## config.mk

```make
export PLATFORM = sky130hd
export DESIGN_NAME = axi_wr_ctrl
export DESIGN_NICKNAME = d
export VERILOG_FILES = /design/src/mem_pkg.sv /design/src/axi_pkg.sv /design/src/axi_wr_ctrl.sv
export VERILOG_INCLUDE_DIRS = /design/src
export SDC_FILE = /design/constraint.sdc
export NUM_CORES = 1
export LEC_CHECK = 0
export BUFFER_PORTS_ARGS = -buffer_cell sky130_fd_sc_hd__buf_2
export CORE_MARGIN = 3
export CORE_UTILIZATION = 46
export CTS_CLUSTER_DIAMETER = 100
export DETAILED_ROUTE_END_ITERATION = 12
export GPL_ROUTABILITY_DRIVEN = 0
export PLACE_DENSITY = 0.94
export REMOVE_ABC_BUFFERS = 1
export SETUP_SLACK_MARGIN = 0.1
export SLEW_MARGIN = 10
export SYNTH_ARGS = -nofsm -noshare
export SYNTH_HDL_FRONTEND = slang
export SYNTH_SLANG_ARGS = --single-unit
```

## constraint.sdc

```tcl
create_clock -name i_aclk -period 7.3 [get_ports i_aclk]
set_clock_uncertainty 0.05 [all_clocks]
set_input_delay 1.46 -clock i_aclk [delete_from_list [all_inputs] [get_ports i_aclk]]
set_output_delay 1.46 -clock i_aclk [all_outputs]
set_load 0.1 [all_outputs]
```

## src/axi_sram_params.svh

```systemverilog
// AXI SRAM width parameters
`ifndef AXI_SRAM_PARAMS_SVH
`define AXI_SRAM_PARAMS_SVH

// ----------------------------------------
// AXI port widths
// ----------------------------------------

// Byte address
`define AXI_ADDR_W 32

// Data bus, one beat
`define AXI_DATA_W 64

// Transaction ID
`define AXI_ID_W 4

// One strobe bit per data byte
`define AXI_STRB_W (`AXI_DATA_W / 8)

// ----------------------------------------
// Memory geometry
// ----------------------------------------

// Word index, 1024 words of 8 bytes
`define MEM_IDX_W 10

`endif
```

## src/mem_pkg.sv

```systemverilog
// SRAM access types
`default_nettype none

`include "axi_sram_params.svh"

package mem_pkg;

  // Word index, byte offset already stripped
  typedef logic [`MEM_IDX_W-1:0]  mem_idx_t;
  typedef logic [`AXI_DATA_W-1:0] mem_word_t;
  typedef logic [`AXI_STRB_W-1:0] mem_be_t;

  // ----------------------------------------
  // Port requests
  // ----------------------------------------

  typedef struct packed {
    logic     en;
    mem_idx_t idx;
  } mem_rd_req_t;

  // One enable per byte lane
  typedef struct packed {
    logic      en;
    mem_idx_t  idx;
    mem_word_t word;
    mem_be_t   be;
  } mem_wr_req_t;

endpackage

`default_nettype wire

```

## src/axi_pkg.sv

```systemverilog
// AXI channel types
`default_nettype none

`include "axi_sram_params.svh"

package axi_pkg;

  // ----------------------------------------
  // Field types
  // ----------------------------------------

  typedef logic [`AXI_ADDR_W-1:0] axi_addr_t;
  typedef logic [`AXI_DATA_W-1:0] axi_data_t;
  typedef logic [`AXI_ID_W-1:0]   axi_id_t;
  typedef logic [`AXI_STRB_W-1:0] axi_strb_t;

  // Only the codes this slave can return
  typedef enum logic [1:0] {
    OKAY   = 2'b00,
    DECERR = 2'b11
  } axi_resp_e;

  // ----------------------------------------
  // Channel payloads
  // ----------------------------------------

  // Write address
  typedef struct packed {
    axi_id_t   id;
    axi_addr_t addr;
  } axi_aw_t;

  // Write data, single beat so no last flag
  typedef struct packed {
    axi_data_t data;
    axi_strb_t strb;
  } axi_w_t;

  // Write response
  typedef struct packed {
    axi_id_t   id;
    axi_resp_e resp;
  } axi_b_t;

  // Read address
  typedef struct packed {
    axi_id_t   id;
    axi_addr_t addr;
  } axi_ar_t;

  // Read data
  typedef struct packed {
    axi_id_t   id;
    axi_data_t data;
    axi_resp_e resp;
    logic      last;
  } axi_r_t;

endpackage

`default_nettype wire

```

## src/axi_wr_ctrl.sv

```systemverilog
// AXI write channel controller
`default_nettype none

`include "axi_sram_params.svh"

module axi_wr_ctrl (
  input  logic                 i_aclk,
  input  logic                 i_arst_n,
  input  axi_pkg::axi_aw_t     i_aw,
  input  logic                 i_awvalid,
  output logic                 o_awready,
  input  axi_pkg::axi_w_t      i_w,
  input  logic                 i_wvalid,
  output logic                 o_wready,
  output axi_pkg::axi_b_t      o_b,
  output logic                 o_bvalid,
  input  logic                 i_bready,
  output mem_pkg::mem_wr_req_t o_wr_req
);
  import axi_pkg::*;
  import mem_pkg::*;

  localparam int OFFS_W = $clog2(`AXI_STRB_W);
  localparam int HI_LSB = OFFS_W + `MEM_IDX_W;

  typedef enum logic {
    COLLECT,
    RESP
  } wr_state_e;

  wr_state_e state_q;
  logic      aw_have_q;
  logic      w_have_q;
  logic      wr_go_q;
  axi_aw_t   aw_q;
  axi_w_t    w_q;
  logic      aw_fire;
  logic      w_fire;
  logic      b_fire;
  logic      aw_done;
  logic      w_done;
  logic      in_range;

  assign aw_fire = i_awvalid & o_awready;
  assign w_fire  = i_wvalid & o_wready;
  assign b_fire  = i_bready & o_bvalid;

  // Phase complete, either earlier or on this edge
  assign aw_done = aw_have_q | aw_fire;
  assign w_done  = w_have_q | w_fire;

  // ----------------------------------------
  // Address/data join and response FSM
  // ----------------------------------------

  always_ff @(posedge i_aclk or negedge i_arst_n) begin
    if (!i_arst_n) begin
      state_q   <= COLLECT;
      aw_have_q <= 1'b0;
      w_have_q  <= 1'b0;
      wr_go_q   <= 1'b0;
    end else begin
      // Write strobe lasts exactly one cycle
      wr_go_q <= 1'b0;
      case (state_q)
        COLLECT: begin
          if (aw_done && w_done) begin
            state_q   <= RESP;
            aw_have_q <= 1'b0;
            w_have_q  <= 1'b0;
            wr_go_q   <= 1'b1;
          end else begin
            aw_have_q <= aw_done;
            w_have_q  <= w_done;
          end
        end
        RESP: begin
          if (b_fire) begin
            state_q <= COLLECT;
          end
        end
        default: state_q <= COLLECT;
      endcase
    end
  end

  // Captured payloads
  always_ff @(posedge i_aclk) begin
    if (aw_fire) begin
      aw_q <= i_aw;
    end
    if (w_fire) begin
      w_q <= i_w;
    end
  end

  // Each ready drops once its own phase is captured
  assign o_awready = (state_q == COLLECT) & ~aw_have_q;
  assign o_wready  = (state_q == COLLECT) & ~w_have_q;

  assign in_range = (aw_q.addr[`AXI_ADDR_W-1:HI_LSB] == '0);

  // ----------------------------------------
  // SRAM write and response
  // ----------------------------------------

  // Out-of-range address never reaches the array
  always_comb begin
    o_wr_req.en   = wr_go_q & in_range;
    o_wr_req.idx  = aw_q.addr[OFFS_W +: `MEM_IDX_W];
    o_wr_req.word = w_q.data;
    o_wr_req.be   = w_q.strb;
  end

  assign o_bvalid = (state_q == RESP);

  always_comb begin
    o_b.id = aw_q.id;
    if (in_range) begin
      o_b.resp = OKAY;
    end else begin
      o_b.resp = DECERR;
    end
  end

endmodule

`default_nettype wire

```

Yosys cells after proc, flatten, opt, wreduce, memory -nomap -nowiden --
Cells that the tools add are included.
Operators by class: multiplexer cells 7, bitwise gates (word level) 11, reduce and logical (&&, ||, !) cells 2
Operators with widths (count):
- $logic_not A19 Y1 | 1
- $and A1 B1 Y1 | 6
- $mux W1 | 5
- $not A1 Y1 | 3
- $mux W2 | 1
- $or A1 B1 Y1 | 2
- $pmux W1 S2 | 1
- $logic_and A1 B1 Y1 | 1
Word-level totals: register bits after elaboration 112

Longest topological paths before layout --
word-level depth 7, depth in mapped cells 4

Least setup slack after synthesis --
No wires, ideal clock.
kind register to register, from reg state_q (netlist: o_bvalid), to reg w_q, in the netlist o_wr_req[0], enable pin, library setup time 0.437 ns, arrival 4.068 ns, data required time 6.813 ns, path slack 2.745 ns, stages on the path, launching flop included 3, buffers on the path 0, clock period less this slack 4.555 ns, cells stage by stage dfrtp_1 -> nor2_1 -> and2_1
Between the ends: cells in the longest elaborated chain, start to end 3
RTL lines:
- start: declaration | RTL line axi_wr_ctrl.sv:31 | wr_state_e state_q;
- start signal: assignment | RTL line axi_wr_ctrl.sv:58 | state_q <= COLLECT;
- start signal: assignment | RTL line axi_wr_ctrl.sv:68 | state_q <= RESP;
- start signal: assignment | RTL line axi_wr_ctrl.sv:79 | state_q <= COLLECT;
- $not A1 Y1
- $and A1 B1 Y1 | RTL line axi_wr_ctrl.sv:99 | assign o_wready = (state_q == COLLECT) & ~w_have_q;
- named net o_wready | RTL line axi_wr_ctrl.sv:14 | output logic o_wready,
- $and A1 B1 Y1 | RTL line axi_wr_ctrl.sv:45 | assign w_fire = i_wvalid & o_wready;
- named net w_fire | RTL line axi_wr_ctrl.sv:38 | logic w_fire;
- end signal: assignment | RTL line axi_wr_ctrl.sv:93 | w_q <= i_w;
- end: declaration | RTL line axi_wr_ctrl.sv:36 | axi_w_t w_q;
The timed path passes the listed nets, and every way through them passes these cells. A chain may end at the register's enable or synchronous reset.

==> run summary <==
R2R cell count = 3
Post-CTS setup buffer count = 0
DIE AREA = 0.00872 mm²
Synth unique cells = 16
Initial Utilization = 47.9%
Drt via density = 4.55
Worst slew margin = 53.7%
Synthesized area per cell = 23.7 µm²
Post-detailed-route count of antenna-violating nets = 0
Slowest stage delay, CP = 440 ps
H-Tree Depth = 3
Data arrival time of the worst path = 1790 ps
Post-synth top cells = 105 x edfxtp_1, 15 x buf_4, 7 x nor2_1
Slew at the pin closest to its max-slew limit = 694 ps
Setup WS pre-CTS = 4120 ps
Post-DP HPWL = 5.63 mm
Port Buf Inserts = 201
Status = completed
Setup TNS = 0 ps
Initial DRC Count = 98
Power per Cell Area = 448 mW/mm²
EDFF count, synth = 105
Seq cells post-synth = 109
Clk slew on worst S/H paths = 100 ps
Total wire length = 7.12 mm
Core area = 0.00733 mm²
Fin. Hold Viols = 0
Main synth FF type = edfxtp_1
Critical path required time = 5790 ps
CTS tree = yes
Hold crit path type = flop to flop
CP endpoint kind = output port
DIE WIDTH = 93.4 µm
Share of cells above drive strength 1 = 63.6%
Maximum net fanout on the critical path = 2
Initial antenna violation count = 2
Max-slew violations = 0
Ranking of synthesized cells by area = edfxtp_1 90%, buf_4 3.2%, dfrtp_1 2.9%, nor2_1 0.75%, nor4_2 0.71%
CTS Sinks = 109
Yosys warns = 0
First-pass GRT wire length = 10.2 mm
Mapped Cells = 148
Fin crit period = 3300 ps
Vias in the first global route = 2021
Crit path max-delay cell type = buf_2
Wire length per cell = 15.8 µm
GRT Overall Usage = 15.9%
Post-CTS Hold Buffers = 0
Clock Tree Buf Depth = 2
Drc violations = 0
Crit-path cells = nor4_1, nand3_1, nor2_1, buf_2
Ant diodes = 0
Seq/Total Area, Yosys = 92.6%
Asr flop ratio synth = 3.67%
TritonCTS Buffers = 9
Setup slack after layout = 4000 ps
P&R area growth vs syn = 34.5%
Vias post-DR = 2051
CTS resizes = 0
WHS Path Cells = 2
IR drop worst, VDD = 220 µV
Root buffer cell = clkbuf_8
Dominant cell type by area after synthesis = edfxtp_1
Fmax = 303 MHz
Nets = 460
RSZ-0062 raised after global routing = no
Fin crit share = 45.1%
Leak = 0.00196 µW
Latest clock arrival within the worst-skew pair = 350 ps
Share of the synthesized area in the top cell type = 89.8%
Most frequent cell after synthesis = edfxtp_1
Max-Cap Viols = 0
Mapped cell area = 0.00351 mm²
Setup-failing EPs final = 0
Ports = 205
Critical Path Start Type = flop
Cell row count = 31
Die height = 93.4 µm
Grt ovf = 0
TritonRoute pass-1 iters = 4
Final Power = 2120 µW
WS Path Type = flop to output port
Largest net degree at the start of global routing = 44
power by group:
part | total (µW) | internal [µW] | leakage [µW] | switching (µW)
logic | 912 | 102 | 0.000842 | 811
registers | 878 | 845 | 0.00103 | 33.2
clock network | 328 | 129 | 0.0000923 | 199
total | 2120 | 1080 | 0.00196 | 1040
flip-flops by register name, indices dropped and copies added, names as in the netlist:
name / count
wr_go_q: 1
o_bvalid: 1
aw_have_q: 1
aw_q: 19
o_b: 4
w_have_q: 1
o_wr_req: 82
per-layer routing:
layer  vias up  GRT usage [%]  part of all wire, %
met5         -              0                 0.22
met4         4           6.35                  1.5
met3        15           6.44                   10
met2       126           27.6                   53
met1       955           17.3                   35
li1        951              -                    -
worst paths after layout:
kind	from	endpoint	slack (ps)
worst max-delay path	aw_q[14]	o_wr_req[82]	4000
worst min-delay path	aw_have_q	aw_have_q	480
worst min register to register	aw_have_q	aw_have_q	480
worst max register to register	o_bvalid	o_wr_req[52]	5090
max in group asynchronous	i_arst_n	w_have_q	6240
min in group asynchronous	i_arst_n	aw_have_q	840
critical path, delay by kind of cell (launching register included):
kind | cells | cell delay, ps
buffers and inverters | 1 | 440
and+or+nand+nor | 3 | 610
DFF | 1 | 390
cells by family after synthesis:
family                 Yosys count  share of synthesized area [%]
buffers and inverters           16                           3.31
AO/OA/AOI/OAI                    4                          0.784
flip-flops                     109                           92.6
AND/OR/NAND/NOR                 19                           3.28
stage by stage:
step / instance area (µm²) / hold slack (ps) / utilization, % / cells
finish: 4720 / 484 / 64.4 / 451
global route: 4720 / 555 / 64.4 / 451
CTS: 4720 / 497 / 64.4 / 451
detailed placement: 4550 / 473 / 62.0 / 435
global placement: 4550 / 459 / 62.0 / 435
floorplan: 3400 / 435 / - / 133
cell usage in the layout (no fill, tap or decap):
cell type / n
a21oi_1: 2
and2_1: 1
and2_2: 1
buf_2: 201
buf_4: 2
clkbuf_8: 9
clkinv_2: 2
clkinvlp_4: 1
dfrtp_1: 4
edfxtp_1: 105
inv_1: 1
inv_6: 3
inv_8: 1
nand2_1: 1
nand3_1: 2
nor2_1: 7
nor2b_4: 1
nor3_1: 1
nor4_1: 2
nor4_2: 2
o21ba_2: 1
o21bai_1: 1
or2_1: 1
layout make-up:
cell class	count	area, µm²
sequential	109	3250
fill	524	2610
timing repair buffer	203	1020
multi-input combinational	23	144
clock buffer	9	124
tap	99	124
clock inverter	7	55.1
inverter	1	3.75
Note: power is estimated with default switching activity, not from simulation.
