--- src/axi_sram_params.svh ---
// AXI SRAM width parameters
`ifndef AXI_SRAM_PARAMS_SVH
`define AXI_SRAM_PARAMS_SVH

// ----------------------------------------
// AXI port widths
// ----------------------------------------

// Byte address
`define AXI_ADDR_W 32

// Data bus, one beat
`define AXI_DATA_W 64

// Transaction ID
`define AXI_ID_W 4

// One strobe bit per data byte
`define AXI_STRB_W (`AXI_DATA_W / 8)

// ----------------------------------------
// Memory geometry
// ----------------------------------------

// Word index, 1024 words of 8 bytes
`define MEM_IDX_W 10

`endif
--- src/mem_pkg.sv ---
// SRAM access types
`default_nettype none

`include "axi_sram_params.svh"

package mem_pkg;

  // Word index, byte offset already stripped
  typedef logic [`MEM_IDX_W-1:0]  mem_idx_t;
  typedef logic [`AXI_DATA_W-1:0] mem_word_t;
  typedef logic [`AXI_STRB_W-1:0] mem_be_t;

  // ----------------------------------------
  // Port requests
  // ----------------------------------------

  typedef struct packed {
    logic     en;
    mem_idx_t idx;
  } mem_rd_req_t;

  // One enable per byte lane
  typedef struct packed {
    logic      en;
    mem_idx_t  idx;
    mem_word_t word;
    mem_be_t   be;
  } mem_wr_req_t;

endpackage

`default_nettype wire

--- src/axi_pkg.sv ---
// AXI channel types
`default_nettype none

`include "axi_sram_params.svh"

package axi_pkg;

  // ----------------------------------------
  // Field types
  // ----------------------------------------

  typedef logic [`AXI_ADDR_W-1:0] axi_addr_t;
  typedef logic [`AXI_DATA_W-1:0] axi_data_t;
  typedef logic [`AXI_ID_W-1:0]   axi_id_t;
  typedef logic [`AXI_STRB_W-1:0] axi_strb_t;

  // Only the codes this slave can return
  typedef enum logic [1:0] {
    OKAY   = 2'b00,
    DECERR = 2'b11
  } axi_resp_e;

  // ----------------------------------------
  // Channel payloads
  // ----------------------------------------

  // Write address
  typedef struct packed {
    axi_id_t   id;
    axi_addr_t addr;
  } axi_aw_t;

  // Write data, single beat so no last flag
  typedef struct packed {
    axi_data_t data;
    axi_strb_t strb;
  } axi_w_t;

  // Write response
  typedef struct packed {
    axi_id_t   id;
    axi_resp_e resp;
  } axi_b_t;

  // Read address
  typedef struct packed {
    axi_id_t   id;
    axi_addr_t addr;
  } axi_ar_t;

  // Read data
  typedef struct packed {
    axi_id_t   id;
    axi_data_t data;
    axi_resp_e resp;
    logic      last;
  } axi_r_t;

endpackage

`default_nettype wire

--- src/axi_rd_ctrl.sv ---
// AXI read channel controller
`default_nettype none

`include "axi_sram_params.svh"

module axi_rd_ctrl (
  input  logic                 i_aclk,
  input  logic                 i_arst_n,
  input  axi_pkg::axi_ar_t     i_ar,
  input  logic                 i_arvalid,
  output logic                 o_arready,
  output axi_pkg::axi_r_t      o_r,
  output logic                 o_rvalid,
  input  logic                 i_rready,
  output mem_pkg::mem_rd_req_t o_rd_req,
  input  mem_pkg::mem_word_t   i_rd_word
);
  import axi_pkg::*;
  import mem_pkg::*;

  // Byte offset bits, then index bits, then must-be-zero bits
  localparam int OFFS_W = $clog2(`AXI_STRB_W);
  localparam int HI_LSB = OFFS_W + `MEM_IDX_W;

  typedef enum logic {
    IDLE,
    DATA
  } rd_state_e;

  rd_state_e state_q;
  axi_id_t   id_q;
  axi_resp_e resp_q;
  logic      ar_fire;
  logic      r_fire;
  logic      ar_in_range;

  assign ar_fire     = i_arvalid & o_arready;
  assign r_fire      = i_rready & o_rvalid;
  assign ar_in_range = (i_ar.addr[`AXI_ADDR_W-1:HI_LSB] == '0);

  // ----------------------------------------
  // State machine
  // ----------------------------------------

  always_ff @(posedge i_aclk or negedge i_arst_n) begin
    if (!i_arst_n) begin
      state_q <= IDLE;
    end else begin
      case (state_q)
        IDLE:    if (ar_fire) state_q <= DATA;
        DATA:    if (r_fire) state_q <= IDLE;
        default: state_q <= IDLE;
      endcase
    end
  end

  // ID and decode result held for the whole response
  always_ff @(posedge i_aclk) begin
    if (ar_fire) begin
      id_q <= i_ar.id;
      if (ar_in_range) begin
        resp_q <= OKAY;
      end else begin
        resp_q <= DECERR;
      end
    end
  end

  // SRAM read issued on the address transfer itself
  always_comb begin
    o_rd_req.en  = ar_fire & ar_in_range;
    o_rd_req.idx = i_ar.addr[OFFS_W +: `MEM_IDX_W];
  end

  // ----------------------------------------
  // Read data channel
  // ----------------------------------------

  assign o_arready = (state_q == IDLE);
  assign o_rvalid  = (state_q == DATA);

  always_comb begin
    o_r.id   = id_q;
    o_r.resp = resp_q;
    o_r.last = 1'b1;
    // Decode error returns zero rather than a stale word
    o_r.data = (resp_q == OKAY) ? i_rd_word : '0;
  end

endmodule

`default_nettype wire

--- config.mk ---
export PLATFORM = sky130hd
export DESIGN_NAME = axi_rd_ctrl
export DESIGN_NICKNAME = d
export VERILOG_FILES = /design/src/mem_pkg.sv /design/src/axi_pkg.sv /design/src/axi_rd_ctrl.sv
export VERILOG_INCLUDE_DIRS = /design/src
export SDC_FILE = /design/constraint.sdc
export NUM_CORES = 1
export LEC_CHECK = 0
export BUFFER_PORTS_ARGS = -buffer_cell sky130_fd_sc_hd__buf_2
export CAP_MARGIN = 15
export CORE_AREA = 2 2 73 75
export CTS_CLUSTER_DIAMETER = 30
export DETAILED_ROUTE_END_ITERATION = 10
export DIE_AREA = 0 0 75 77
export GPL_ROUTABILITY_DRIVEN = 0
export PLACE_DENSITY = 0.59
export RECOVER_POWER = 100
export REMOVE_ABC_BUFFERS = 1
export SYNTH_ARGS = -nofsm -noshare
export SYNTH_HDL_FRONTEND = slang
export SYNTH_SLANG_ARGS = --single-unit
--- constraint.sdc ---
create_clock -name i_aclk -period 1.9 [get_ports i_aclk]
set_input_delay 0.38 -clock i_aclk [delete_from_list [all_inputs] [get_ports i_aclk]]
set_output_delay 0.38 -clock i_aclk [all_outputs]
set_load 0.02 [all_outputs]
# Word-level counts from Yosys, hierarchy flattened
# Index checks and enable logic that the tools add are counted.
# classes
bitwise	4
n_reduce_logical	2
mux	5
# ops
operator	count
two-way mux 64 bit	1
zero test 19 bit	1
AND 1 bit	3
zero test 2 bit	1
two-way mux 1 bit	2
two-way mux 2 bit	1
one-hot mux 1 bit (2 select lines)	1
NOT 1 bit	1
# totals
in_bits	104
reg_bits	7
output_inout_bits	84
wordCells	14

# Logic depth before layout (Yosys ltp)
# Gate-level depths: netlist of the first run.
# logic_depth
depth_word	4
ltp_mapped	3
depth_no_buf	3

# Least setup slack after synthesis of the first run
# No wires, ideal clock.
# synth_path
kind	reg2out
startpoint	reg resp_q[0]
endpoint	out o_r[10] in the netlist's numbering
required_time_ps	1520
path_buffers	2
slack_ps	261
path_stages_with_launch	4
arrival_time_ps	1259
path_cell_list	edfxtp_1 clkbuf_1 clkbuf_1 nor2b_1
# synth_lines
item	line	rtl
start, declared	axi_rd_ctrl.sv:32	axi_resp_e resp_q;
start signal, assigned	axi_rd_ctrl.sv:62	resp_q <= OKAY;
start signal, assigned	axi_rd_ctrl.sv:64	resp_q <= DECERR;
end, declared	axi_rd_ctrl.sv:12	output axi_pkg::axi_r_t o_r,

==> reports/metrics.cfg, run 1 <==
[drt]
drtIter0Drc = 13
drc = 0
dr.pass1.iters = 4
routed_wirelength_um = 3530
vias = 1221
viasPerCell = 3.78
wl_met2_um = 1650
routed.top_layer = met4
wl_met1_um = 1120
final_antenna_net_count = 0
wire_per_inst_um = 10.9
dr_wl_met3_um = 728

[placement]
hpwl_um = 3070
port_buffers = 163

[synth]
yosys-top-cells-count = nor2b_1 (65), buf_4 (12), clkbuf_1 (7)
yosysMostFrequentCell = nor2b_1
syn_area_per_cell_um2 = 7.67
synth_edf_count = 5
synthTopCellsByArea = nor2b_1 (53%), edfxtp_1 (19%), buf_4 (12%)
yosysTopAreaCell = nor2b_1
synth-seq-cells = 6
synth_area_um2 = 774
synth_top_area_share = 0.525
yosysSeqAreaShare = 0.226
ys.warnings.count = 0
ys_types = 14
synth-async-reset-ratio = 0.167
synthCells = 101
synth_top_flop_cell = edfxtp_1

[power_and_ir_drop]
vdd_ir_drop_max_uv = 424
finalPower_w = 0.000516
power_leakage_nw = 0.667
powerDensity_nw_per_um2 = 333

[cells_and_area]
fillerInstances = 572
drive_gt1_frac = 0.395
antenna_cells_inserted = 0
syn2layout_area_growth_pct = 99.8
fin_nets = 358
seq_area_um2 = 175
multi_input_area_um2 = 479

[cts]
cts.htree.levels = 1
numClockSinks = 6
clk_pin_slew_worst_paths_ps = 40
tritoncts.num_buffers = 3
clock_path_buffers = 2
cts_tree = yes
root_buffer = clkbuf_8
insertion_delay_ps = 220
cts_resized = 0
cts_setup_buffers = 0

[global_route]
grt_overflow = 0
grt_pass1_wl_um = 4520
grt_pass1_vias = 1079
grt_util_all_layers = 0.103
antenna_found_initial = 0
grt_max_degree = 38

[die]
num_rows = 26
die_area_um2 = 5780
die_w_um = 75
dieHeight_um = 77
core_area_um2 = 4980
initial_core_util = 0.156
ios = 188

[critical_path]
start_kind = input port
required_ps = 1520
cp_slowest_cell = and4bb_2
path_class = in2out
reg2reg_depth = 2
max_stage_delay_ps = 300
end_kind = output port
worst_ep_arrival_time_ps = 1370
crit_chain = buf_2, nor4_1, nand4_1, and4bb_2, clkbuf_2
path_max_fanout = 2

[timing]
drv_slew = 0
timing.fmax_mhz = 573
finalHoldViolCount = 0
finalSetupViolations = 0
finalSetupTns_ps = 0
finalCritPeriodShare = 0.919
min_period_ps = 1750
clock_skew_ps = 6.37
rsz0062_at_grt = no

[min_path]
hp-class = in2reg
hold_depth = 1

[job]
maxCapViolCount = 0

[run_status]
outcome = complete, no violations

## sequential cells by signal (all words and copies together) (netlist names)
name / flops
resp_q: 1
o_rvalid: 1
id_q: 4
## worst paths after layout
| kind | startpoint | endpoint | slack [ps] |
|---|---|---|---|
| max | i_ar[23] | o_rd_req[10] | 150 |
| min | i_ar[33] | id_q[1]$_DFFE_PN_ | 330 |
| max reg2reg | o_rvalid$_DFF_PN0_ | id_q[2]$_DFFE_PN_ | 740 |
| min reg2reg | o_rvalid$_DFF_PN0_ | o_rvalid$_DFF_PN0_ | 590 |
| max in group asynchronous | i_arst_n | o_rvalid$_DFF_PN0_ | 1330 |
| min in group asynchronous | i_arst_n | o_rvalid$_DFF_PN0_ | 480 |
## layout make-up
| class | instances | area share |
|---|---|---|
| Multi-Input combinational cell | 75 | 0.310 |
| Sequential cell | 6 | 0.113 |
| Inverter | 1 | 0.00243 |
| Tap cell | 70 | 0.0566 |
| Timing Repair Buffer | 167 | 0.489 |
| Clock buffer | 4 | 0.0291 |
## cells in the final DEF, fill, tap and decap left out, types with 2 or more instances in the layout
master | synthesis | layout
buf_2 | 0 | 92
buf_4 | 12 | 2
clkbuf_1 | 7 | 72
clkbuf_8 | 0 | 3
edfxtp_1 | 5 | 5
nor2b_1 | 65 | 65
nor4_1 | 3 | 3
## cell families after synthesis
| logic type | Yosys count | share of synthesized area |
|---|---|---|
| other cells | 1 | 0.00484 |
| simple gates | 73 | 0.604 |
| compound gates | 1 | 0.00970 |
| flops | 6 | 0.226 |
| buf+inv | 20 | 0.155 |
## per-layer routing
metal  vias to the layer above  track usage
li1                        604            -
met1                       501       0.0730
met2                       114        0.196
met3                         2       0.0802
met4                         0       0.0321
met5                         -            0
## power by group
part	total, W	leakage, nW	internal, W	switching, W
sequential	0.000159	0.0561	0.000155	0.00000436
combinational	0.000156	0.589	0.0000947	0.0000612
clock	0.000201	0.0228	0.000144	0.0000564
## metrics by stage
stage / hold slack, ps / worst slack (ps) / util / std cells / cell area (um2)
2_1_floorplan: 84.4 / -323 / - / 82 / 658
3_3_place_gp: 155 / 150 / 0.318 / 318 / 1580
3_5_place_dp: 156 / 157 / 0.318 / 318 / 1580
4_1_cts: 326 / 155 / 0.329 / 323 / 1640
5_1_grt: 331 / 73.5 / 0.311 / 323 / 1550
6_report: 331 / 153 / 0.311 / 323 / 1550
## critical path, delay by kind of cell
family,cells,cell delay (ps)
and+or+nand+nor,3,730
buffers and inverters,2,260
## repair_timing
| item | CTS | global route |
|---|---|---|
| endpoints found under the setup margin | 0 | 0 |
| endpoints found under the hold margin | 1 | 0 |
| hold buffers | 1 | 0 |
(Power assumes the default switching activity.)
==> run 2, diff against run 1 <==
--- a/config.mk
+++ b/config.mk
@@ -6,7 +6,7 @@
 export SDC_FILE = /design/constraint.sdc
 export NUM_CORES = 1
 export LEC_CHECK = 0
-export BUFFER_PORTS_ARGS = -buffer_cell sky130_fd_sc_hd__buf_2
+export BUFFER_PORTS_ARGS = -buffer_cell sky130_fd_sc_hd__buf_4
 export CAP_MARGIN = 15
 export CORE_AREA = 2 2 73 75
 export CTS_CLUSTER_DIAMETER = 30
==> reports/metrics.cfg, run 2 (synthesis gave the netlist of run 1 again) <==
[power_and_ir_drop]
power_leakage_nw = 0.866  ; was 0.667 nW
finalPower_w = 0.000567  ; was 0.000516 W
powerDensity_nw_per_um2 = 311  ; was 333 nW/um2
vdd_ir_drop_max_uv = 336  ; was 424 uV

[global_route]
grt_pass1_vias = 1141  ; was 1079
grt_pass1_wl_um = 5200  ; was 4520 um
antenna_found_initial = 0  ; unchanged
grt_overflow = 0  ; unchanged
grt_util_all_layers = 0.118  ; was 0.103
grt_max_degree = 37  ; was 38

[timing]
maxSlewHeadroom = 0.617
min_period_ps = 1750  ; about the same
worst_slew_pin_slew_ps = 574
finalCritPeriodShare = 0.920  ; was 0.919
holdWs_ps = 329  ; was 331 ps
timing.fmax_mhz = 572  ; was 573 MHz
finalSetupTns_ps = 0  ; unchanged
rsz0062_at_grt = no  ; unchanged
finalSetupViolations = 0  ; unchanged
clock_skew_ps = 4.18  ; was 6.37 ps
finalHoldViolCount = 0  ; unchanged
drv_slew = 0  ; unchanged
timing.final.ws_setup_ps = 152  ; was 153 ps

[critical_path]
start_kind = input port  ; unchanged
cp_slowest_cell = nor4_1  ; was and4bb_2
max_stage_delay_ps = 300  ; about the same
worstReg2RegStart = o_rvalid$_DFF_PN0_  ; unchanged
critPathTopFamily = simple AND/OR/NAND/NOR gates  ; unchanged
worst_ep_arrival_time_ps = 1370  ; about the same
reg2reg_to = id_q[2]$_DFFE_PN_  ; unchanged
path_class = in2out  ; unchanged
critPathLaunch = i_ar[15]  ; was i_ar[23]
required_ps = 1520  ; about the same
crit_end = o_rd_req[10]  ; unchanged
reg2reg_depth = 2  ; unchanged
path_max_fanout = 2  ; unchanged
crit_buf_inv = 2  ; unchanged
crit_chain = clkbuf_4, nor4_1, nand4_1, and4bb_2, buf_4  ; was buf_2, nor4_1, nand4_1, and4bb_2, clkbuf_2
end_kind = output port  ; unchanged
reg2reg_setup_slack_ps = 730  ; was 740 ps
worst-path-stages = 5  ; unchanged

[die]
core_area_um2 = 4980  ; unchanged
initial_core_util = 0.156  ; unchanged
die_w_um = 75  ; unchanged
die_area_um2 = 5780  ; unchanged
ios = 188  ; unchanged
dieHeight_um = 77  ; unchanged
num_rows = 26  ; unchanged

[cells_and_area]
antenna_cells_inserted = 0  ; unchanged
fin_nets = 358  ; unchanged
syn2layout_area_growth_pct = 136  ; was 99.8%
layout_commonest_cell = buf_4  ; was buf_2
largest-register = id_q  ; unchanged
layout_common_cells = buf_4 (89), nor2b_1 (65), clkbuf_1 (37)  ; was buf_2 (92), clkbuf_1 (72), nor2b_1 (65)
largest_reg_flops = 4  ; unchanged
drive_gt1_frac = 0.534  ; was 0.395
fin_util = 0.367  ; was 0.311

[cts]
tritoncts.num_buffers = 3  ; unchanged
clock_path_buffers = 2  ; unchanged
insertion_delay_ps = 220  ; about the same
cts.htree.levels = 1  ; unchanged
cts_hold_buffers = 1  ; unchanged
cts_resized = 0  ; unchanged
cts_setup_buffers = 0  ; unchanged
cts_tree = yes  ; unchanged
root_buffer = clkbuf_8  ; unchanged
clk_pin_slew_worst_paths_ps = 40  ; about the same
numClockSinks = 6  ; unchanged

[min_path]
hp-class = in2reg  ; unchanged

[placement]
hpwl_um = 3200  ; was 3070 um
port_buffers = 163  ; unchanged
pre_cts_slack_ps = 150  ; was 157 ps

[drt]
routed_wirelength_um = 3700  ; was 3530 um
dr_wl_met3_um = 890  ; was 728 um
wl_met1_um = 1020  ; was 1120 um
routed.top_layer = met4  ; unchanged
wl_met2_um = 1770  ; was 1650 um
drtIter0Drc = 19  ; was 13
viasPerCell = 3.80  ; was 3.78
final_antenna_net_count = 0  ; unchanged
wire_per_inst_um = 11.5  ; was 10.9 um
vias = 1226  ; was 1221
dr.pass1.iters = 4  ; unchanged
drc = 0  ; unchanged

[job]
maxCapViolCount = 0  ; unchanged

[run_status]
outcome = complete, no violations  ; unchanged

## run 2: per-layer routing
layer | GRT usage | vias up
li1 | - | 604
met3 | 0.0972 | 2
met5 | 0 | -
met4 | 0.0375 | 0
met1 | 0.0999 | 506
met2 | 0.200 | 114
## run 2: area by class of cell
| cell class | instances | area [um2] |
|---|---|---|
| clock buffers | 4 | 45.0 |
| fillers | 581 | 3150 |
| inverters | 1 | 3.75 |
| multi-input cells | 75 | 479 |
| flip-flops and latches | 6 | 175 |
| well taps | 70 | 87.6 |
| repair buffers | 167 | 1030 |
## run 2: through the flow
stage | instance area (um2) | std cells
after global placement | 1990 | 318
final | 1820 | 323
after global routing | 1820 | 323
after floorplan | 658 | 82
after CTS | 2050 | 323
after detailed placement | 1990 | 318
## run 2: report_power, final
part | internal (W) | switching (W)
sequential | 0.000155 | 0.00000460
combinational | 0.000146 | 0.0000609
clock | 0.000144 | 0.0000561
## run 2: how the worst min path moves through the flow
stage / slack (ps) / depth (start not counted) / to / start
floorplan: 80 / 0 / o_rvalid$_DFF_PN0_ / i_arst_n
global placement: 160 / 1 / o_rvalid$_DFF_PN0_ / i_arst_n
detailed placement: 160 / 1 / o_rvalid$_DFF_PN0_ / i_arst_n
CTS: 330 / 2 / o_rvalid$_DFF_PN0_ / i_rready
global route: 330 / 2 / o_rvalid$_DFF_PN0_ / i_rready
finish: 330 / 2 / o_rvalid$_DFF_PN0_ / i_rready
